**config.mk**
```make
export PLATFORM = sky130hd
export DESIGN_NAME = frame_builder
export DESIGN_NICKNAME = d
export VERILOG_FILES = /design/src/verilog/frame_pkg.sv /design/src/verilog/frame_builder.sv
export SDC_FILE = /design/constraint.sdc
export NUM_CORES = 1
export LEC_CHECK = 0
export BUFFER_PORTS_ARGS = -buffer_cell sky130_fd_sc_hd__buf_2
export CAP_MARGIN = 25
export CORE_AREA = 2 2 82 124
export CTS_BUF_LIST = sky130_fd_sc_hd__clkbuf_4 sky130_fd_sc_hd__clkbuf_8 sky130_fd_sc_hd__clkbuf_16
export DETAILED_ROUTE_END_ITERATION = 6
export DIE_AREA = 0 0 84 126
export GPL_ROUTABILITY_DRIVEN = 0
export PLACE_DENSITY_LB_ADDON = 0.25
export SETUP_SLACK_MARGIN = 0.05
export SYNTH_ARGS = -nofsm -noshare
export SYNTH_HDL_FRONTEND = slang
export SYNTH_SLANG_ARGS = --single-unit
```
**constraint.sdc**
```tcl
create_clock -name clk -period 3.63 [get_ports clk]
set_input_delay 0.5445 -clock clk [delete_from_list [all_inputs] [get_ports clk]]
set_output_delay 0.5445 -clock clk [all_outputs]
set_load 0.005 [all_outputs]
```
**src/verilog/frame_pkg.sv**
```systemverilog
`default_nettype none

package frame_pkg;

    // Board and memory sizes
    localparam int device_num = 8;

    typedef logic [1:0]  dev_stat_t;     // 0 inactive, 1..3 select 8, 16 or 32 bytes
    typedef logic [7:0]  byte_t;
    typedef logic [63:0] sample_word_t;  // Lane k sits at bits 63-8k down to 56-8k
    typedef logic [31:0] bus_word_t;
    typedef logic [7:0]  sample_addr_t;
    typedef logic [9:0]  tx_addr_t;
    typedef logic [13:0] bus_addr_t;

    localparam int block_words = 64;     // Sample words per data block

    localparam tx_addr_t info_base = 10'h000;
    localparam tx_addr_t data_base = 10'h100;

    // Frame layout
    localparam logic [3:0] btype_info = 4'h1;
    localparam logic [3:0] btype_data = 4'hE;

    localparam byte_t info_len  = 8'd14;
    localparam int    head_len  = 4;
    localparam int    trail_len = 4;

    localparam byte_t info_sync0 = 8'h66;
    localparam byte_t info_sync1 = 8'hBB;
    localparam byte_t data_sync0 = 8'h55;
    localparam byte_t data_sync1 = 8'hAA;

    // Bus address bits 13:12
    localparam logic [1:0] region_regs   = 2'd0;
    localparam logic [1:0] region_sample = 2'd1;
    localparam logic [1:0] region_tx     = 2'd2;

    // Word offsets inside the register region
    localparam logic [11:0] reg_ctrl     = 12'd0;
    localparam logic [11:0] reg_status   = 12'd1;
    localparam logic [11:0] reg_dev_stat = 12'd2;
    localparam logic [11:0] reg_temp_lo  = 12'd3;
    localparam logic [11:0] reg_temp_hi  = 12'd4;
    localparam logic [11:0] reg_trig     = 12'd5;

endpackage

`default_nettype wire

```
**src/verilog/frame_builder.sv**
```systemverilog
`default_nettype none

module frame_builder (
    input  wire logic                                              clk,
    input  wire logic                                              rst,
    input  wire logic                                              frame_start,
    input  wire logic [3:0]                                        btype,
    input  wire logic [1:0]                                        data_idx,
    input  wire frame_pkg::dev_stat_t [frame_pkg::device_num-1:0]  dev_stat,
    input  wire frame_pkg::byte_t [frame_pkg::device_num-1:0]      dev_temp,
    input  wire frame_pkg::bus_word_t                              trig_word,
    input  wire frame_pkg::sample_word_t                           sample_rdata,
    output logic                                                   frame_done,
    output logic                                                   tx_we,
    output frame_pkg::tx_addr_t                                    tx_waddr,
    output frame_pkg::byte_t                                       tx_wdata,
    output frame_pkg::sample_addr_t                                sample_raddr
);

    typedef enum logic [8:0] {
        st_idle     = 9'b000000001,
        st_dispatch = 9'b000000010,
        st_info     = 9'b000000100,
        st_head     = 9'b000001000,
        st_dev_chk  = 9'b000010000,
        st_prime    = 9'b000100000,
        st_dev_data = 9'b001000000,
        st_trailer  = 9'b010000000,
        st_done     = 9'b100000000
    } state_t;

    state_t state, state_nxt;

    logic [5:0]                             cnt;      // Byte position inside the current section
    logic [5:0]                             dlen;
    logic [$clog2(frame_pkg::device_num):0] dev;      // One spare bit so overrun is visible
    logic                                   dev_active;
    logic                                   last_dev;
    frame_pkg::byte_t                       act_mask;
    frame_pkg::sample_addr_t                block_base;
    frame_pkg::byte_t                       info_byte;
    frame_pkg::byte_t                       head_byte;
    frame_pkg::byte_t                       data_byte;
    frame_pkg::byte_t                       trail_byte;

    function automatic logic [5:0] dev_len(input frame_pkg::dev_stat_t st);
        return (st == 2'd0) ? 6'd0 : (6'd8 << (st - 2'd1));
    endfunction

    always_comb begin
        for (int k = 0; k < frame_pkg::device_num; k++) begin
            act_mask[k] = (dev_stat[k] != 2'd0);
        end
    end

    assign block_base = frame_pkg::sample_addr_t'(frame_pkg::block_words * data_idx);
    assign dev_active = (dev_stat[dev] != 2'd0);
    assign last_dev   = (dev == frame_pkg::device_num - 1);

    always_ff @(posedge clk or posedge rst) begin
        if (rst) begin
            state <= st_idle;
        end else begin
            state <= state_nxt;
        end
    end

    always_comb begin
        state_nxt = state;
        case (state)
            st_idle: if (frame_start) state_nxt = st_dispatch;
            st_dispatch: begin
                if (btype == frame_pkg::btype_info) state_nxt = st_info;
                else if (btype == frame_pkg::btype_data) state_nxt = st_head;
                else state_nxt = st_done;  // Unknown type writes nothing
            end
            st_info: if (cnt == frame_pkg::info_len - 1) state_nxt = st_done;
            st_head: if (cnt == frame_pkg::head_len - 1) state_nxt = st_dev_chk;
            st_dev_chk: begin
                if (dev_active) state_nxt = st_prime;
                else if (last_dev) state_nxt = st_trailer;
            end
            st_prime: state_nxt = st_dev_data;
            st_dev_data: begin
                if (cnt == dlen - 6'd1) state_nxt = last_dev ? st_trailer : st_dev_chk;
            end
            st_trailer: if (cnt == frame_pkg::trail_len - 1) state_nxt = st_done;
            st_done: if (!frame_start) state_nxt = st_idle;
            default: state_nxt = st_idle;
        endcase
    end

    assign tx_we = (state == st_info) || (state == st_head) ||
                   (state == st_dev_data) || (state == st_trailer);
    assign frame_done = (state == st_done);

    always_ff @(posedge clk or posedge rst) begin
        if (rst) begin
            cnt  <= '0;
            dev  <= '0;
            dlen <= '0;
        end else begin
            if (state != state_nxt) cnt <= '0;
            else if (tx_we) cnt <= cnt + 6'd1;

            if (state == st_dispatch) dev <= '0;
            else if (state == st_dev_chk && !dev_active && !last_dev) dev <= dev + 1'b1;
            else if (state == st_dev_data && state_nxt == st_dev_chk) dev <= dev + 1'b1;

            if (state == st_dev_chk && dev_active) dlen <= dev_len(dev_stat[dev]);
        end
    end

    // Every device reads again from the start of the selected block
    always_ff @(posedge clk or posedge rst) begin
        if (rst) begin
            sample_raddr <= '0;
            tx_waddr     <= '0;
        end else begin
            if (state == st_dev_chk) sample_raddr <= block_base;
            else if (state == st_prime || state == st_dev_data) sample_raddr <= sample_raddr + 1'b1;

            if (state == st_dispatch) begin
                tx_waddr <= (btype == frame_pkg::btype_data) ? frame_pkg::data_base
                                                             : frame_pkg::info_base;
            end else if (tx_we) begin
                tx_waddr <= tx_waddr + 1'b1;
            end
        end
    end

    always_comb begin
        case (cnt)
            6'd0: info_byte = frame_pkg::info_sync0;
            6'd1: info_byte = frame_pkg::info_sync1;
            6'd2: info_byte = 8'h00;
            6'd3: info_byte = frame_pkg::info_len;
            6'd4: info_byte = {dev_stat[0], dev_stat[1], dev_stat[2], dev_stat[3]};
            6'd5: info_byte = {dev_stat[4], dev_stat[5], dev_stat[6], dev_stat[7]};
            default: info_byte = dev_temp[cnt - 6'd6];
        endcase
    end

    always_comb begin
        case (cnt[1:0])
            2'd0: head_byte = frame_pkg::data_sync0;
            2'd1: head_byte = frame_pkg::data_sync1;
            2'd2: head_byte = act_mask;
            default: head_byte = {6'd0, data_idx};
        endcase
    end

    assign data_byte  = sample_rdata[8 * (frame_pkg::device_num - 1 - dev) +: 8];
    assign trail_byte = trig_word[8 * (3 - cnt[1:0]) +: 8];  // Most significant byte first

    always_comb begin
        if (state == st_info) tx_wdata = info_byte;
        else if (state == st_head) tx_wdata = head_byte;
        else if (state == st_dev_data) tx_wdata = data_byte;
        else tx_wdata = trail_byte;
    end

    no_write_when_quiet: assert property (
        @(posedge clk) disable iff (rst)
        tx_we |-> frame_start
    ) else $error("Transmit write outside of a frame");

    dev_in_range: assert property (
        @(posedge clk) disable iff (rst)
        (state == st_prime || state == st_dev_data) |-> (dev <= frame_pkg::device_num - 1)
    ) else $error("Device index past the last device");

endmodule

`default_nettype wire

```
* Yosys cells after proc, flatten, opt, wreduce, memory -nomap -nowiden
Cells that the tools add are included.
Word-level totals: register bits 43, input bits 185, output and inout port bits 28
Cells by class: muxes and demuxes 32, shift operators 3, add/subtract/negate cells 9, reduce and logical (&&, ||, !) cells 26, order comparisons 2, equal/unequal tests 23
Operator list (count):
- $mux 9 | 11
- $pmux 9 s9 | 1
- $shiftx 64x33->8 | 1
- $mux 8 | 7
- $pmux 8 s6 | 1
- $shiftx 32x33->8 | 1
- $bmux 8 s3 | 1
- $pmux 8 s3 | 1
- $reduce_bool 2->1 | 12
- $mux 10 | 2
- $eq 9x5->1 const B | 2
- $mux 6 | 3
- $eq 6x2->1 const B | 2
- $eq 6x3->1 const B | 2
- $mux 4 | 3
- $add 10x1->10 const B | 1
- $eq 9x1->1 const B | 1
- $eq 9x2->1 const B | 1
- $eq 9x3->1 const B | 1
- $eq 9x4->1 const B | 1
- $eq 9x6->1 const B | 1
- $eq 9x7->1 const B | 1
- $eq 9x8->1 const B | 1
- $eq 9x9->1 const B | 1
- 28 further kinds | 36

* Longest topological paths before layout
depth after elaboration 10, depth in mapped cells 9, gate-level depth less buffers 7

* Worst setup path after synthesis
No wires, ideal clock.
path kind reg2out, from reg cnt[1], to out tx_wdata[2], path buffers 2, cell stages (with the launch flop) 9, setup slack 0.612 ns, required time 3.086 ns, arrival time 2.474 ns, cells stage by stage dfrtp_1 clkbuf_1 clkbuf_1 inv_1 ha_1 o311ai_0 nand3b_1 o211a_1 o211ai_1
Between the ends: word-level cells in the longest chain between the ends 5
RTL lines:
- from (decl) | line frame_builder.sv:34 | logic [5:0] cnt;
- from (signal assigned) | line frame_builder.sv:104 | else if (tx_we) cnt <= cnt + 6'd1;
- $sub 6x3->6 / $sub 2x2->3 (equally long branches) | line frame_builder.sv:140, frame_builder.sv:154
- $bmux 8 s3 / $shiftx 32x33->8 (equally long branches) | line frame_builder.sv:140, frame_builder.sv:154
- $mux 8 (on tied branches) | line frame_builder.sv:140, frame_builder.sv:159
- $pmux 8 s6 / $mux 8 (equally long branches) | line frame_builder.sv:133, frame_builder.sv:158
- $mux 8 * | line frame_builder.sv:157 | if (state == st_info) tx_wdata = info_byte;
- to (decl) | line frame_builder.sv:16 | output frame_pkg::byte_t tx_wdata,
Mark *: on every way between the ends. The rest lies on a longest branch, timed or not. The select of a mux whose other input is x is not followed.

* Final worst setup path
from reg cnt[1], to out tx_wdata[4]
The elaborated chain is that of the path after synthesis.

==> flow_summary_export.csv <==
group,metric,value,unit
synth,ys_seq_area_share,22.4,%
grt,overflow,0,
sta,max_clock_freq,0.298,GHz
floorplan,die_x,84,um
placed_design,dp.cells,753,
critical_path,critical_path.slowest_cell,"o311ai_0",
critical_path,reg2reg_to,"cnt[3]",
critical_path,r2r_start,"cnt[0]",
critical_path,path_cells,"inv_1 -> ha_1 -> o311ai_0 -> nand3b_1 -> o211a_1 -> o211ai_1 -> buf_2",
finish,stdcell_count,762,
sta,finalSetupTns,0,ns
sta,setup_violations,0,
clocking,cts_resized,0,
synth,synth_warnings,0,
route,ant_nets,0,
placed_design,dp_hpwl,13700,um
grt,antenna_found_initial,1,
synth,syn_avg_cell_area,10.0,um2
route,routed-via-count,4800,
critical_path,critPathBufInv,2,
synth,yosysMostFrequentCell,"mux4_2",
grt,grt_util_all_layers,30.6,%
clocking,clk_pin_slew,0.06,ns
route,drt_iter0_drc,383,
finish,fillers,862,
floorplan,core.rowCount,44,
critical_path,required,3.09,ns
outcome,status,"finished, final reports clean",
power_and_ir_drop,p_leak,0.00256,uW
route,drt_pass1_iterations,5,
clocking,cts_sinks,40,
clocking,ctsRootBufferMaster,"clkbuf_16",
clocking,numCtsBuffers,5,
finish,area_growth,28.7,%
sta,min_period,3.35,ns
grt,grt_max_degree,24,
floorplan,ios,213,
finish,nets,839,
sta,min_period_over_period,92.3,%
sta,finalHoldViolCount,0,
synth,synth_top_area_share,22.1,%
floorplan,initial_core_util,47.0,%
critical_path,arrival,2.81,ns
clocking,postCtsSetupRepairBufs,0,
floorplan,coreArea,9520,um2
grt,first_global_vias,4886,
min_path,holdCritPathClass,"input port to asynchronous set/reset pin",
route,wirelength,16300,um
sta,slew_viol_final,0,
power_and_ir_drop,cellPowerDensity,335,nW/um2
floorplan,die_h,126,um
route,routed_via_density,6.30,
sta,slew_headroom,43.8,%
placed_design,port-buffer-count,212,
grt,grt_pass1_wl,25300,um
route,route.detailed.drc,0,
synth,ys.flop_type,"dfrtp_1",
synth,postSynthCellCount,448,
synth,yosys-top-cells-area,"mux4_2 22%, dfrtp_1 22%, mux2i_1 3.1%",
synth,async_flop_share,100,%
synth,synth_top_area_cell,"mux4_2",
synth,ys_top_cells_by_count,"44 x mux4_2, 39 x dfrtp_1, 34 x nor2_1",
synth,synth_enable_flop_cells,0,
sta,worst_pin_slew,0.835,ns
critical_path,crit_family,"compound AO/OA/AOI/OAI gates",
clocking,clk_path_buf_depth,2,
floorplan,die-area,10600,um2
clocking,h-tree-depth,2,
flow_run,drv_cap,0,
synth,synth-seq-cells,40,
clocking,insertion_delay,0.29,ns
synth,synthDistinctLibCells,68,
finish,regArea,1000,um2
critical_path,cp-start-kind,"flop",
critical_path,end_kind,"primary output",
sta,finClkSkew,0.00520,ns
clocking,cts_hold_buffers,0,
critical_path,r2r_slack,0.89,ns
finish,drive_gt1_share,47.4,%
synth,synth_nets,642,
critical_path,cpPeakStageDelay,0.50,ns
critical_path,criticalPathCategory,"flop to primary output",
route,wl_per_cell,21.4,um
finish,multi_input_area,3260,um2
critical_path,cp_max_fo,8,
clocking,cts_tree,"done",
power_and_ir_drop,vdd_drop_max,0.000310,V
synth,synthesis.area,4480,um2
sta,grt_setup_unrepaired,"no",
critical_path,r2r_cells,8,
## placed cells by master, fill, tap and decap left out, types with 6 or more instances in the layout
master	synthesis	final
inv_1	12	12
ha_1	9	9
nor2_1	34	34
xor2_1	12	12
a2111oi_0	6	6
buf_4	1	12
a21oi_1	21	21
buf_2	12	212
a22oi_1	9	9
o21ai_0	15	15
dfrtp_1	39	38
mux2i_1	14	14
mux4_2	44	44
nor3_1	7	7
mux2_2	12	12
nand2b_1	11	11
o211ai_1	10	10
nand2_1	33	33
xnor2_1	12	12
nand3_1	12	12
and3_1	7	7
## routing by layer
metal / up-vias / GRT usage (%) / part of all wire, %
met5: - / 0 / 0
met4: 0 / 15.3 / 4.9
met3: 55 / 5.05 / 7.5
met2: 284 / 53.7 / 52
met1: 2312 / 35.7 / 36
li1: 2149 / - / -
## stage by stage
stage | area [um2] | util (%) | hold WS, ns | setup slack, ns | total power (uW)
floorplan | 4480 | - | 0.483 | 0.612 | 1170
global placement | 5610 | 58.9 | 0.504 | 0.845 | 1440
detailed placement | 5610 | 58.9 | 0.523 | 0.658 | 1460
CTS | 5760 | 60.5 | 0.435 | 0.337 | 1930
global route | 5760 | 60.5 | 0.475 | 0.0952 | 2020
finish | 5760 | 60.5 | 0.395 | 0.279 | 1930
## report_power, final
part	switching [uW]	leakage (uW)	internal, uW
Sequential	92.8	0.000542	490
Clock	196	0.0000691	274
Combinational	435	0.00195	443
## worst reg2reg max path, cell delays in order (launching register included)
cell and delay, ns:
dfrtp_2 0.41, buf_4 0.28, ha_1 0.22, buf_4 0.20, nand2_1 0.07, or4_4 0.57
a221o_1 0.45, nor3_4 0.28, a21oi_1 0.12
## final cells by class
type | instances | share of cell area (%)
Multi-Input combinational cell | 362 | 56.6
Timing Repair Buffer | 224 | 20.0
Sequential cell | 40 | 17.4
Tap cell | 115 | 2.50
Clock buffer | 6 | 2.41
Inverter | 12 | 0.782
Clock inverter | 2 | 0.261
Antenna cell | 1 | 0.0434
## cell families after synthesis
logic type	share of synthesized area, %
XOR/XNOR	5.22
adder cells (fa/ha/maj)	2.51
flip-flops	22.4
AO/OA/AOI/OAI	17.8
AND/OR/NAND/NOR	19.1
multiplexers	28.3
buffers and inverters	4.78
## worst max-delay path by stage
stage                      start     endpoint  slack [ns]  depth (start not counted)
after floorplan           cnt[1]  tx_wdata[2]        0.61                          8
after global placement    cnt[0]  tx_wdata[4]        0.85                          7
after detailed placement  cnt[1]  tx_wdata[4]        0.66                          7
after CTS                 cnt[1]  tx_wdata[4]        0.34                          7
after global routing      cnt[1]  tx_wdata[4]         0.1                          7
final                     cnt[1]  tx_wdata[4]        0.28                          7
## flip-flops by register name, summed over array words and instances (netlist names)
name / count
dev: 4
cnt: 6
sample_raddr: 8
tx_waddr: 10
dlen: 3
state: 9
No activity file was read; power rests on OpenSTA's default activity.
