==> src/verilog/frame_pkg.sv <==
`default_nettype none

package frame_pkg;

    // Board and memory sizes
    localparam int device_num = 8;

    typedef logic [1:0]  dev_stat_t;     // 0 inactive, 1..3 select 8, 16 or 32 bytes
    typedef logic [7:0]  byte_t;
    typedef logic [63:0] sample_word_t;  // Lane k sits at bits 63-8k down to 56-8k
    typedef logic [31:0] bus_word_t;
    typedef logic [7:0]  sample_addr_t;
    typedef logic [9:0]  tx_addr_t;
    typedef logic [13:0] bus_addr_t;

    localparam int block_words = 64;     // Sample words per data block

    localparam tx_addr_t info_base = 10'h000;
    localparam tx_addr_t data_base = 10'h100;

    // Frame layout
    localparam logic [3:0] btype_info = 4'h1;
    localparam logic [3:0] btype_data = 4'hE;

    localparam byte_t info_len  = 8'd14;
    localparam int    head_len  = 4;
    localparam int    trail_len = 4;

    localparam byte_t info_sync0 = 8'h66;
    localparam byte_t info_sync1 = 8'hBB;
    localparam byte_t data_sync0 = 8'h55;
    localparam byte_t data_sync1 = 8'hAA;

    // Bus address bits 13:12
    localparam logic [1:0] region_regs   = 2'd0;
    localparam logic [1:0] region_sample = 2'd1;
    localparam logic [1:0] region_tx     = 2'd2;

    // Word offsets inside the register region
    localparam logic [11:0] reg_ctrl     = 12'd0;
    localparam logic [11:0] reg_status   = 12'd1;
    localparam logic [11:0] reg_dev_stat = 12'd2;
    localparam logic [11:0] reg_temp_lo  = 12'd3;
    localparam logic [11:0] reg_temp_hi  = 12'd4;
    localparam logic [11:0] reg_trig     = 12'd5;

endpackage

`default_nettype wire

==> src/verilog/host_bus.sv <==
`default_nettype none

module host_bus (
    input  wire logic                                         clk,
    input  wire logic                                         rst,
    input  wire logic                                         cyc,
    input  wire logic                                         stb,
    input  wire logic                                         we,
    input  wire frame_pkg::bus_addr_t                         adr,
    input  wire frame_pkg::bus_word_t                         dat_w,
    input  wire logic [3:0]                                   sel,
    input  wire logic                                         frame_done,
    input  wire frame_pkg::byte_t                             tx_rdata,
    output logic                                              ack,
    output frame_pkg::bus_word_t                              dat_r,
    output logic                                              frame_start,
    output logic [3:0]                                        btype,
    output logic [1:0]                                        data_idx,
    output frame_pkg::dev_stat_t [frame_pkg::device_num-1:0]  dev_stat,
    output frame_pkg::byte_t [frame_pkg::device_num-1:0]      dev_temp,
    output frame_pkg::bus_word_t                              trig_word,
    output logic                                              sample_we,
    output frame_pkg::sample_addr_t                           sample_waddr,
    output frame_pkg::sample_word_t                           sample_wdata,
    output frame_pkg::tx_addr_t                               tx_raddr
);

    logic                 access;     // First cycle of a bus cycle
    logic                 tx_rd;
    logic                 tx_pend;
    logic                 reg_wr;
    logic                 sample_wr;
    logic                 start_req;
    logic                 busy;
    logic                 done_bit;
    logic [1:0]           region;
    logic [11:0]          offset;
    frame_pkg::bus_word_t reg_rdata;
    frame_pkg::bus_word_t wr_word;
    frame_pkg::bus_word_t lo_half;

    function automatic frame_pkg::bus_word_t merge(input frame_pkg::bus_word_t old_w,
                                                   input frame_pkg::bus_word_t new_w,
                                                   input logic [3:0] be);
        frame_pkg::bus_word_t res;
        for (int b = 0; b < 4; b++) begin
            res[8*b +: 8] = be[b] ? new_w[8*b +: 8] : old_w[8*b +: 8];
        end
        return res;
    endfunction

    assign region    = adr[13:12];
    assign offset    = adr[11:0];
    assign access    = cyc && stb && !ack && !tx_pend;
    assign tx_rd     = !we && (region == frame_pkg::region_tx);
    assign reg_wr    = access && we && (region == frame_pkg::region_regs);
    assign sample_wr = access && we && (region == frame_pkg::region_sample);
    assign tx_raddr  = adr[$bits(frame_pkg::tx_addr_t)-1:0];

    always_comb begin
        reg_rdata = '0;
        if (region == frame_pkg::region_regs) begin
            case (offset)
                frame_pkg::reg_ctrl:     reg_rdata = {22'd0, data_idx, 4'd0, btype};
                frame_pkg::reg_status:   reg_rdata = {30'd0, done_bit, busy};
                frame_pkg::reg_dev_stat: reg_rdata = {16'd0, dev_stat};
                frame_pkg::reg_temp_lo:  reg_rdata = dev_temp[3:0];
                frame_pkg::reg_temp_hi:  reg_rdata = dev_temp[7:4];
                frame_pkg::reg_trig:     reg_rdata = trig_word;
                default:                 reg_rdata = '0;
            endcase
        end
    end

    assign wr_word   = merge(reg_rdata, dat_w, sel);  // Byte lanes not selected keep their value
    assign start_req = reg_wr && (offset == frame_pkg::reg_ctrl) && wr_word[31] && !busy;

    always_ff @(posedge clk or posedge rst) begin
        if (rst) begin
            btype     <= '0;
            data_idx  <= '0;
            dev_stat  <= '0;
            dev_temp  <= '0;
            trig_word <= '0;
        end else if (reg_wr) begin
            case (offset)
                frame_pkg::reg_ctrl: begin
                    if (!busy) begin
                        btype    <= wr_word[3:0];
                        data_idx <= wr_word[9:8];
                    end
                end
                frame_pkg::reg_dev_stat: dev_stat      <= wr_word[15:0];
                frame_pkg::reg_temp_lo:  dev_temp[3:0] <= wr_word;
                frame_pkg::reg_temp_hi:  dev_temp[7:4] <= wr_word;
                frame_pkg::reg_trig:     trig_word     <= wr_word;
                default: ;
            endcase
        end
    end

    // Start is held until the builder answers with done
    always_ff @(posedge clk or posedge rst) begin
        if (rst) begin
            frame_start <= 1'b0;
            busy        <= 1'b0;
            done_bit    <= 1'b0;
        end else if (start_req) begin
            frame_start <= 1'b1;
            busy        <= 1'b1;
            done_bit    <= 1'b0;
        end else if (frame_start && frame_done) begin
            frame_start <= 1'b0;
            busy        <= 1'b0;
            done_bit    <= 1'b1;
        end
    end

    always_ff @(posedge clk or posedge rst) begin
        if (rst) begin
            ack       <= 1'b0;
            tx_pend   <= 1'b0;
            sample_we <= 1'b0;
        end else begin
            ack       <= (access && !tx_rd) || tx_pend;  // Transmit reads wait for the RAM
            tx_pend   <= access && tx_rd;
            sample_we <= sample_wr && adr[0];
        end
    end

    always_ff @(posedge clk) begin
        if (sample_wr && !adr[0]) lo_half <= dat_w;
        if (sample_wr && adr[0]) begin
            sample_waddr <= adr[8:1];
            sample_wdata <= {dat_w, lo_half};
        end
        if (tx_pend) dat_r <= {24'd0, tx_rdata};
        else if (access) dat_r <= reg_rdata;
    end

    single_ack: assert property (
        @(posedge clk) disable iff (rst) ack |=> !ack
    ) else $error("Bus ack held for more than one cycle");

endmodule

`default_nettype wire

==> config.mk <==
export PLATFORM = sky130hd
export DESIGN_NAME = host_bus
export DESIGN_NICKNAME = d
export VERILOG_FILES = /design/src/verilog/frame_pkg.sv /design/src/verilog/host_bus.sv
export SDC_FILE = /design/constraint.sdc
export NUM_CORES = 1
export LEC_CHECK = 0
export ABC_CLOCK_PERIOD_IN_PS = 10000
export BUFFER_PORTS_ARGS = -buffer_cell sky130_fd_sc_hd__buf_2
export CAP_MARGIN = 10
export CORE_MARGIN = 1.5
export CORE_UTILIZATION = 52
export CTS_CLUSTER_DIAMETER = 40
export DETAILED_ROUTE_END_ITERATION = 16
export GPL_ROUTABILITY_DRIVEN = 1
export PLACE_DENSITY = 0.83
export SLEW_MARGIN = 20
export SYNTH_ARGS = -nofsm -noshare
export SYNTH_HDL_FRONTEND = slang
export SYNTH_SLANG_ARGS = --single-unit
export TNS_END_PERCENT = 100
==> constraint.sdc <==
create_clock -name clk -period 10 [get_ports clk]
set_input_delay 2 -clock clk [delete_from_list [all_inputs] [get_ports clk]]
set_output_delay 2 -clock clk [all_outputs]
set_load 0.03 [all_outputs]
======== Yosys cells after proc, flatten, opt, wreduce, memory -nomap -nowiden ========
Index checks and enable logic that the tools add are counted.
word-level totals
  register bits after elaboration ......... 259
  input bits .............................. 64
  output and inout bits ................... 235
  word-level logic and storage cells ...... 80
cells by class
  equal/unequal tests ..................... 7
  mux-type cells .......................... 12
  bitwise gates (word level) .............. 1
  reduce and logical (&&, ||, !) cells .... 31
operator list
  kind                                                                     number
  32-bit case mux with 6 select lines                                      1
  8-bit two-way mux                                                        6
  32-bit two-way mux                                                       1
  12-bit by 2-bit equality test with 1-bit output (second input constant)  2
  12-bit by 3-bit equality test with 1-bit output (second input constant)  2
  1-bit logical AND                                                        15
  12-bit by 1-bit equality test with 1-bit output (second input constant)  1
  12-bit logical NOT                                                       1
  2-bit AND reduction                                                      4
  1-bit logical NOT                                                        6
  1-bit two-way mux                                                        4
  2-bit nonzero test                                                       2
  3-bit AND reduction                                                      1
  2-bit by 1-bit equality test with 1-bit output (second input constant)   1
  2-bit equality test (second input constant)                              1
  2-bit logical NOT                                                        1
  1-bit logical OR                                                         1
  1-bit inverter                                                           1

======== Depth between registers and ports, before layout ========
Gate-level depths: netlist of run 1.
  depth after elaboration ................. 9
  gate-level depth with buffers ........... 8
  depth with buffers taken out ............ 4

======== Worst setup path after synthesis of run 1 ========
OpenSTA, ideal clock, no wires.
  path kind ............................... input to register
  start ................................... input adr[0]
  end ..................................... register sample_we
  arrival time ............................ 10.198 ns
  data required time ...................... 9.124 ns
  path slack .............................. -1.074 ns
  stages on the path ...................... 4
  cell sequence ........................... buf_2 -> buf_2 -> buf_2 -> nor4b_1
between the ends
  cells in the longest elaborated chain, start to end .. 1
RTL lines
  item                  line             source
  from (decl)           host_bus.sv:9    input wire frame_pkg::bus_addr_t adr,
  1-bit logical AND     host_bus.sv:127  sample_we <= sample_wr && adr[0];
  to (signal assigned)  host_bus.sv:127
  to (decl)             host_bus.sv:22   output logic sample_we,
No other way between the ends.
A chain may end at the register's enable or synchronous reset.

======== Final worst setup path of run 1 ========
  start ................................... input adr[0]
  end ..................................... output tx_raddr[0]
RTL lines
  item       line            source
  to (decl)  host_bus.sv:25  output frame_pkg::tx_addr_t tx_raddr
No word-level cell between the ends.

==> results.md, run 1 <==
* Setup TNS at 0 ns
* RSZ-0062 raised after global routing: no
* WL final at 32.3 mm
* Pwr/cell area at 182 nW/um2
* Commonest cells after routing, fill and taps aside: buf_2, dfrtp_1, edfxtp_1
* Switch share at 21.9%
* Min cycle time layout at between 5 and 6 ns
* Hold Vio Cnt, Final at 0
* Startpoint Class: input port
* Final GP Congestion at 0.885
* Reg-to-reg startpoint: tx_pend
* Largest net degree at the start of global routing at between 70 and 80
* CTS tree: built
* First-pass GRT wire length at 49.2 mm
* Top Ports at 299
* Total CTS buffers at 35
* CP endpoint kind: primary output
* P_leak at between 6 and 7 nW
* Initial Util at 52.8%
* CP Cell Sequence: buf_4 -> buf_2
* Clock Pin Slew Worst Setup and Hold Paths at 0.06 ns
* Die width at 146 um
* Avg Inst Size Synth at 12.8 um2
* CORE AREA at just over 20000 um2
* DRC at 0
* Die area at 21300 um2
* Grt total ovfl at 0
* Slowest cell on crit path: buf_4
* WP data required at 8.00 ns
* Post-synthesis sequential area ratio at 65.1%
* Fraction of layout cells with a size suffix above 1 at 38.2%
* Cell Area, Placed at 12300 um2
* Post-cts resize count at 0
* #FFs+latches synth at 259
* Asr flop ratio synth at 47.5%
* Ranking of synthesized cells by area: edfxtp_1, dfrtp_1, dfxtp_1
* CP max FO at 61
* Clock Latency Late Sink at 0.50 ns
* Placed insts at about 1300
* Antenna Nets Post-Route at 0
* Avg Vias per Cell at 6.20
* Number of global-route vias before repair at 8527
* Status: finished, final reports clean
* Reg power frac at 45.2%
* Worst Clk Skew at 0.0180 ns
* R2R setup slack at 6.80 ns
* Final setup fails at 0
* Clk pwr share at 50.6%
* Syn nets at 893
* Critical path buffers and inverters at 2
* Syn Std Cell Area at ~11000 um2
* Logic gate share of total power at about 4.2%
* Worst r2r path cells at 5
* Die H at 146 um
* Min-delay worst type: register to register
* Total global-route track usage at 29.9%
* Buffers on Ports at 298
* Max Slew Vio Count at 0
* Crit path to: tx_raddr[0]
* Stages on worst setup path at 2
* Cell count after synthesis at between 800 and 900
* Final instance area at 13500 um2
* Most used DFF post-synth: dfrtp_1
* Slew margin rel. at 30.1%
* Maximum vdd ir drop at 0.000144 V
* Hpwl dp at around 21 mm
* Final Cycle Share at 50.5%
* Ant. Diodes at 0
* Pwr Total at 2.47 mW
* Worst Setup SP: adr[0]
* Area Growth Syn to Fin at 27.2%
* Postcts setup bufs at 0
* Critical path class: input port to primary output
* Row cnt at 52
* Most common cell after layout, fill and taps aside: buf_2
* Sw Pwr at 0.539 mW
* DR WL/cell at 23.0 um
* Iter 0 DRT Violations at 791
* DRT Pass-1 Iters at 6
* Initial antenna violation count at 0
* CTS Hold Buffers Added at 0
* Yosys top cell area share at 31.6%
* Non-Filler Instances at 1404
* Reg2Reg Capture Point: dev_temp[21]
* Sink Count at 259
* WHS at 0.407 ns
* CP top delay family: buffers and inverters
* Dominant cell type by area after synthesis: edfxtp_1
* H-tree levels at 2
* Critical path data arrival time at 3.05 ns
* Post-synth EDFFs at ~110
* Internal at 1.93 mW
* Highest Clock Rate at 198 MHz
* Synth cell types at 55
* CP peak stage delay at 0.71 ns
* Ys Warns at 0
* Tightest Pin Transition at 1.05 ns
* Net count, final at 1172
* Vias at 8701
* Clock root cell: clkbuf_16
* Clk buf depth at 3
* Max-Cap Viols at 0
[worst min-delay path by stage]
stage	startpoint	endpoint	slack [ns]	depth (start not counted)
2_1_floorplan	lo_half[0]	sample_wdata[0]	0.40	0
3_3_place_gp	lo_half[5]	sample_wdata[5]	0.40	0
3_5_place_dp	lo_half[7]	sample_wdata[7]	0.40	0
4_1_cts	lo_half[11]	sample_wdata[11]	0.41	0
5_1_grt	lo_half[11]	sample_wdata[11]	0.42	0
6_report	lo_half[11]	sample_wdata[11]	0.41	0
[metal layers]
layer | vias up | GRT usage [%] | share of wire [%]
met5 | - | 0 | 0
met4 | 0 | 13.7 | 4.1
met2 | 569 | 49.3 | 49
li1 | 3758 | - | -
met1 | 4273 | 38.5 | 38
met3 | 101 | 5.94 | 9.2
[Yosys cell counts, drive strengths merged (3+ instances only)]
library cell,instances
dfrtp,123
edfxtp,112
a21oi,81
nand2,63
a31oi,61
o21ai,47
mux2i,44
clkbuf,40
buf,31
mux2,30
dfxtp,24
o31ai,23
nand3,17
nor2,15
o22ai,12
a32o,11
a2bb2oi,10
o41ai,10
nor4,8
o2bb2ai,8
inv,7
and2,5
or3b,5
a22o,4
nand3b,4
nor3,3
nor4b,3
or3,3
or4,3
[logic make-up (layout without fill, tap and decap cells)]
kind of cell	count (synthesis)	in the layout	share of synthesized area (%)
buffers and inverters	78	383	3.47
AOI/OAI and AO/OA	276	276	17.0
muxes	74	74	7.31
and+or+nand+nor	142	142	7.15
DFF	259	259	65.1
[through the flow]
stage | setup slack (ns) | util [%]
3_5_place_dp | 4.73 | 61.1
2_1_floorplan | 2.79 | -
5_1_grt | 4.90 | 67.1
4_1_cts | 4.93 | 67.0
6_report | 4.95 | 67.1
3_3_place_gp | 4.92 | 61.1
[area by class of cell]
cell class / count / area [um2]
multi-input combinational: 492 / 3450
tap: 270 / 338
clock buffer: 50 / 1050
timing repair buffer: 313 / 1610
clock inverter: 13 / 140
sequential: 259 / 6920
inverter: 7 / 28.8
fill: 1483 / 6630
[registers in the layout, indices dropped and copies added, names as in the netlist]
signal and cells:
dev_temp 64, tx_pend 1, lo_half 32, dev_stat 16, busy 1, sample_wdata 64
data_idx 2, ack 1, sample_waddr 8, dat_r 32, btype 4, trig_word 32
done_bit 1, sample_we 1
[power groups by stage]
stage,combinational [mW],clock (mW),sequential (mW)
after floorplan,0.0535,0,1.14
after global placement,0.0993,0,1.13
after detailed placement,0.102,0,1.13
after CTS,0.102,1.26,1.11
after global routing,0.110,1.30,1.11
final,0.103,1.25,1.11
Note: power is estimated with default switching activity, not from simulation.
==> run 2: changes to the inputs <==
--- a/config.mk
+++ b/config.mk
@@ -5,7 +5,8 @@
 export SDC_FILE = /design/constraint.sdc
 export NUM_CORES = 1
 export LEC_CHECK = 0
-export ABC_CLOCK_PERIOD_IN_PS = 10000
+export ABC_AREA = 1
+export ABC_CLOCK_PERIOD_IN_PS = 4700
 export BUFFER_PORTS_ARGS = -buffer_cell sky130_fd_sc_hd__buf_2
 export CAP_MARGIN = 10
 export CORE_MARGIN = 1.5
==> constraint.sdc (replaced) <==
create_clock -name clk -period 4.7 [get_ports clk]
set_input_delay 0.94 -clock clk [delete_from_list [all_inputs] [get_ports clk]]
set_output_delay 0.94 -clock clk [all_outputs]
set_load 0.03 [all_outputs]
==> run 2 against run 1 <==
Clock power increased by 88%. Die area about the same. Sequential cell count stayed put. Register-to-register slack got worse by 5.3 ns. Non-clock buffer count is 3 lower. Critical path type is now register to register. Final area down 2.3%. Synthesized cell count up 25%. Core utilization shrank 1.5 points. Clock skew decreased by 0.0088 ns.
==> results.md, run 2 <==
* Status: finished, final reports clean
* Largest net degree at the start of global routing at 57
* Ys Warns at 0
* Startpoint Class: register
* Sw Pwr at 1.08 mW
* Clk buf depth at 3
* CP max FO at 29
* CTS tree: built
* Grt total ovfl at 0
* Pwr/cell area at around 370 nW/um2
* Fillers at around 1600
* #FFs+latches synth at around 260
* First-pass GRT wire length at 48.5 mm
* Die width at 146 um
* Total CTS buffers at 31
* Internal at 3.83 mW
* Asr flop ratio synth at 47.5%
* DRT Pass-1 Iters at 6
* Non-Filler Instances at 1619
* Final worst setup slack at 1.53 ns
* WL final at 31.5 mm
* RSZ-0062 raised after global routing: no
* Post-cts resize count at 0
* Min-delay worst type: register to register
* Final Util at 65.6%
* Syn nets at about 1100
* CP endpoint kind: register
* Clock Pin Slew Worst Setup and Hold Paths at roughly 0.06 ns
* DR WL/cell at 19.5 um
* Max-Cap Viols at 0
* Post-synthesis sequential area ratio at between 60% and 70%
* Buffers on Ports at 298
* Avg Inst Size Synth at between 10 and 15 um2
* Critical path data arrival time at 3.39 ns
* Worst Clk Skew at 0.00921 ns
* Maximum vdd ir drop at 0.000325 V
* Slowest cell on crit path: dfrtp_1
* Highest Clock Rate at 315 MHz
* Most common cell after layout, fill and taps aside: nand2_1
* Largest registers: dev_temp (64), sample_wdata (64)
* Max Slew Vio Count at 0
* Die area at 21300 um2
* Clk pwr share at between 40% and 50%
* CP Cell Sequence: nor2_4 -> nand4_1 -> nor2_4 -> buf_4
* CP peak stage delay at 0.67 ns
* Final Cycle Share at 67.5%
* Avg Vias per Cell at 5.65
* CP top delay family: simple AND/OR/NAND/NOR gates
* Combinational family with the most area after synthesis: simple AND/OR/NAND/NOR gates
* Fraction of layout cells with a size suffix above 1 at a little under a third
* Cell with the most instances after synthesis: nand2_1
* P_leak at 6.51 nW
* Iter 0 DRT Violations at 1189
* Final setup fails at 0
* Die H at 146 um
* Hpwl dp at about 22 mm
* Vias at ~9000
* Critical path class: register to register
* Critical path buffers and inverters at 1
* DP Worst Slack at 1.13 ns
* Switch share at 22.0%
* Row cnt at 52
* Commonest cells after routing, fill and taps aside: nand2_1, buf_2, nand3_1
* Most frequent cells after synthesis: nand2_1, nand3_1, dfrtp_1
* Hold Vio Cnt, Final at 0
* Postcts setup bufs at 0
* Post-synth EDFFs at approximately 110
* Synthesized-area fraction occupied by adder cells at 0%
* Setup TNS at 0 ns
* Post-synthesis xor/xnor area fraction at 0%
* Top Ports at between 200 and 300
* Pwr Total at 4.92 mW
* CORE AREA at 20200 um2
* Logic gate share of total power at 3.9%
* Cell count after synthesis at around 1000
* Antenna Nets Post-Route at 0
* Net count, final at 1387
* WP data required at 4.91 ns
* Reg power frac at 48.3%
* Initial antenna violation count at 1
* Area Growth Syn to Fin at 24.2%
* CP most frequent cell: nor2_4
* Final GP Congestion at slightly above 0.9
* Total global-route track usage at 29.3%
* Number of global-route vias before repair at 8625
* Dominant cell type by area after synthesis: edfxtp_1
* Initial Util at 52.8%
* Post-synthesis mux area share at 0%
* Ranking of synthesized cells by area: edfxtp_1, dfrtp_1, nand2_1
* H-tree levels at 1
* Synth cell types at 33
* Sink Count at 259
* Clock root cell: clkbuf_16
* Tightest Pin Transition at 0.842 ns
* Most used DFF post-synth: dfrtp_1
* Slew margin rel. at 43.7%
* Placed insts at 1560
* Min cycle time layout at around 3.2 ns
* Compound-Gate Fraction of Synth Area at 4.32%
* CTS Hold Buffers Added at 0
* Simple-Gate Fraction of Synth Area at approximately a quarter
* DRC at 0
* Syn Std Cell Area at 10700 um2
* Clock Latency Late Sink at 0.56 ns
* Yosys top cell area share at 31.6%
==> run 2: worst paths after layout <==
| kind | from | slack [ns] | to | depth (start not counted) |
|---|---|---|---|---|
| setup / recovery | tx_pend | 1.53 | sample_wdata[42] | 4 |
| hold / removal | lo_half[19] | 0.41 | sample_wdata[19] | 0 |
| setup reg to reg | tx_pend | 1.53 | sample_wdata[42] | 4 |
| hold reg to reg | lo_half[19] | 0.41 | sample_wdata[19] | 0 |
| max in group asynchronous | rst | 3.29 | dev_temp[55] | 3 |
| min in group asynchronous | rst | 0.43 | sample_we | 2 |
==> run 2: power groups by stage <==
stage | sequential [mW] | combinational [mW] | clock, mW
global route | 2.37 | 0.208 | 2.47
global placement | 2.42 | 0.187 | 0
detailed placement | 2.42 | 0.190 | 0
finish | 2.37 | 0.192 | 2.35
CTS | 2.37 | 0.191 | 2.37
floorplan | 2.43 | 0.0967 | 0
==> run 2: cell type report <==
cell class	instances	area, um2	area share [%]
clock buffers	42	837	6.33
flip-flops and latches	259	6920	52.3
diodes	1	2.50	0.0189
repair buffers	310	1580	12.0
clock inverters	16	191	1.45
well taps	270	338	2.55
inverters	36	138	1.04
multi-input cells	685	3220	24.3
==> run 2: cell families (layout without fill, tap and decap cells) <==
| group | count (synthesis) | count (layout) |
|---|---|---|
| other cells | 0 | 1 |
| flops | 259 | 259 |
| compound gates | 78 | 78 |
| buf+inv | 96 | 404 |
| simple gates | 607 | 607 |
==> run 2: stage by stage <==
step	area, um2	hold slack (ns)
floorplan	10700	0.400
global placement	12200	0.400
detailed placement	12200	0.405
CTS	13200	0.414
global route	13200	0.416
finish	13200	0.415
==> run 2: per-layer routing <==
| layer | track usage, % | routed length (um) | vias up |
|---|---|---|---|
| met2 | 45.8 | 14500 | 591 |
| met3 | 7.09 | 3260 | 109 |
| met4 | 16.0 | 1780 | 2 |
| met5 | 0 | 12 | - |
| li1 | - | - | 4109 |
| met1 | 38.0 | 11900 | 4335 |
==> run 2: worst register-to-register path: stages (launching register included) <==
cell and delay (ns):
dfrtp_1 0.67, nor2_4 0.67, nand4_1 0.38, nor2_4 0.63, buf_4 0.46
==> run 3: changes to the inputs <==
--- a/config.mk
+++ b/config.mk
@@ -6,7 +6,7 @@
 export NUM_CORES = 1
 export LEC_CHECK = 0
 export ABC_AREA = 1
-export ABC_CLOCK_PERIOD_IN_PS = 4700
+export ABC_CLOCK_PERIOD_IN_PS = 2940
 export BUFFER_PORTS_ARGS = -buffer_cell sky130_fd_sc_hd__buf_2
 export CAP_MARGIN = 10
 export CORE_MARGIN = 1.5
==> constraint.sdc (replaced) <==
create_clock -name clk -period 2.94 [get_ports clk]
set_input_delay 0.588 -clock clk [delete_from_list [all_inputs] [get_ports clk]]
set_output_delay 0.588 -clock clk [all_outputs]
set_load 0.03 [all_outputs]
==> run 3 against run 2 <==
Wire length is 3.0% higher. Die area stayed put. Hold slack worse by 0.16 ns. Total power is 75% higher. Largest power group is now the clock network.
==> results.md, run 3 (same netlist as run 2, synthesis figures left out) <==
* Status: finished, final reports clean
* First-pass GRT wire length at between 50 and 60 mm
* Pwr/cell area at 632 nW/um2
* P_leak at 6.67 nW
* Fillers at approximately 1600
* Clock Latency Late Sink at 0.50 ns
* Min cycle time layout at 2.07 ns
* Slowest cell on crit path: dfrtp_1
* Grt total ovfl at 0
* Clock Pin Slew Worst Setup and Hold Paths at around 0.060 ns
* Initial Util at 52.8%
* Initial antenna violation count at 0
* Startpoint Class: register
* Pwr Total at 8.59 mW
* Max Slew Vio Count at 0
* Max-Cap Viols at 0
* Avg Vias per Cell at approximately 5.7
* CP max FO at 28
* Critical path buffers and inverters at 2
* DR WL/cell at 19.9 um
* Most common cell after layout, fill and taps aside: nand2_1
* Largest net degree at the start of global routing at around 120
* Hold Vio Cnt, Final at 0
* Antenna Nets Post-Route at 0
* Net count, final at roughly 1400
* Sink Count at 259
* CTS Hold Buffers Added at 0
* Die width at 146 um
* Buffers on Ports at 298
* Die area at 21300 um2
* Number of global-route vias before repair at 8987
* Hpwl dp at around 22 mm
* RSZ-0062 raised after global routing: no
* Slew margin rel. at 51.6%
* Final setup fails at 0
* H-tree levels at 2
* CP top delay family: simple AND/OR/NAND/NOR gates
* WL final at 32.5 mm
* Tightest Pin Transition at 0.725 ns
* Ant. Diodes at 0
* WP data required at between 3 and 4 ns
* Total global-route track usage at 30.3%
* Worst Clk Skew at 0.0147 ns
* Min-delay worst type: input port to asynchronous set/reset pin
* DRC at 0
* Fraction of layout cells with a size suffix above 1 at 31.5%
* Reg2Reg Capture Point: lo_half[25]
* Postcts setup bufs at 0
* Highest Clock Rate at 484 MHz
* Commonest cells after routing, fill and taps aside: nand2_1, buf_2, nand3_1
* Worst r2r path cells at 6
* Largest registers: dev_temp (64), sample_wdata (64)
* Total CTS buffers at 36
* WHS at 0.251 ns
* Final Cycle Share at 70.3%
* Post-cts resize count at 0
* CTS tree: built
* Iter 0 DRT Violations at 1199
* DRT Pass-1 Iters at 5
* Maximum vdd ir drop at 0.000487 V
* Setup TNS at 0 ns
* Critical path class: register to register
* Reg-to-reg startpoint: ack
* CP Cell Sequence: nor2_2 -> inv_2 -> nor2_4 -> nand4_1 -> nor2_4 -> buf_12
* CP most frequent cell: nor2_4
* Area Growth Syn to Fin at 27.5%
* R2R setup slack at between 0.8 and 0.9 ns
* Top Ports at 299
* Vias at 9313
* CORE AREA at ~20000 um2
* Final GP Congestion at around 0.92
* CP peak stage delay at approximately 0.4 ns
* Critical path data arrival time at 2.25 ns
* Clk buf depth at 3
* Clock root cell: clkbuf_16
* Die H at 146 um
* CP endpoint kind: register
* Row cnt at 52
## run 3: area by class of cell
cell class / instances / area, um2 / area share (%)
flip-flops and latches: 259 / 6920 / 51.0
multi-input cells: 685 / 3220 / 23.7
repair buffers: 317 / 1720 / 12.7
clock buffers: 44 / 972 / 7.16
well taps: 270 / 338 / 2.49
clock inverters: 20 / 273 / 2.01
inverters: 36 / 139 / 1.02
## run 3: how the worst max path moves through the flow
stage	from	endpoint	slack, ns	cells after the start
after detailed placement	adr[9]	done_bit	0.52	10
after floorplan	cyc	sample_waddr[0]	0.09	7
final	ack	lo_half[25]	0.87	6
after global routing	ack	sample_wdata[25]	0.80	6
after CTS	ack	sample_wdata[29]	0.87	6
after global placement	adr[5]	btype[3]	0.52	10
## run 3: where the power goes
group / switching [mW] / internal, mW / total [mW]
Clock: 1.65 / 2.83 / 4.48
Combinational: 0.241 / 0.0721 / 0.313
Sequential: 0.00502 / 3.79 / 3.79
## run 3: per-stage QoR
stage | util, % | area, um2 | setup WS, ns | std cells
floorplan | - | 10700 | 0.0857 | 1040
detailed placement | 61.2 | 12300 | 0.519 | 1567
global route | 67.4 | 13600 | 0.798 | 1631
CTS | 67.4 | 13600 | 0.873 | 1631
finish | 67.4 | 13600 | 0.872 | 1631
global placement | 61.2 | 12300 | 0.521 | 1567
## run 3: routing by layer
metal / share of wire, % / track usage [%]
met5: 0 / 0
met4: 4.9 / 14.3
met3: 10 / 7.12
met2: 47 / 48.8
met1: 38 / 39.2
## run 3: tightest hold or removal path, delay by kind of cell
kind / cells / cell delay, ns
buffers and inverters: 3 / 0.63
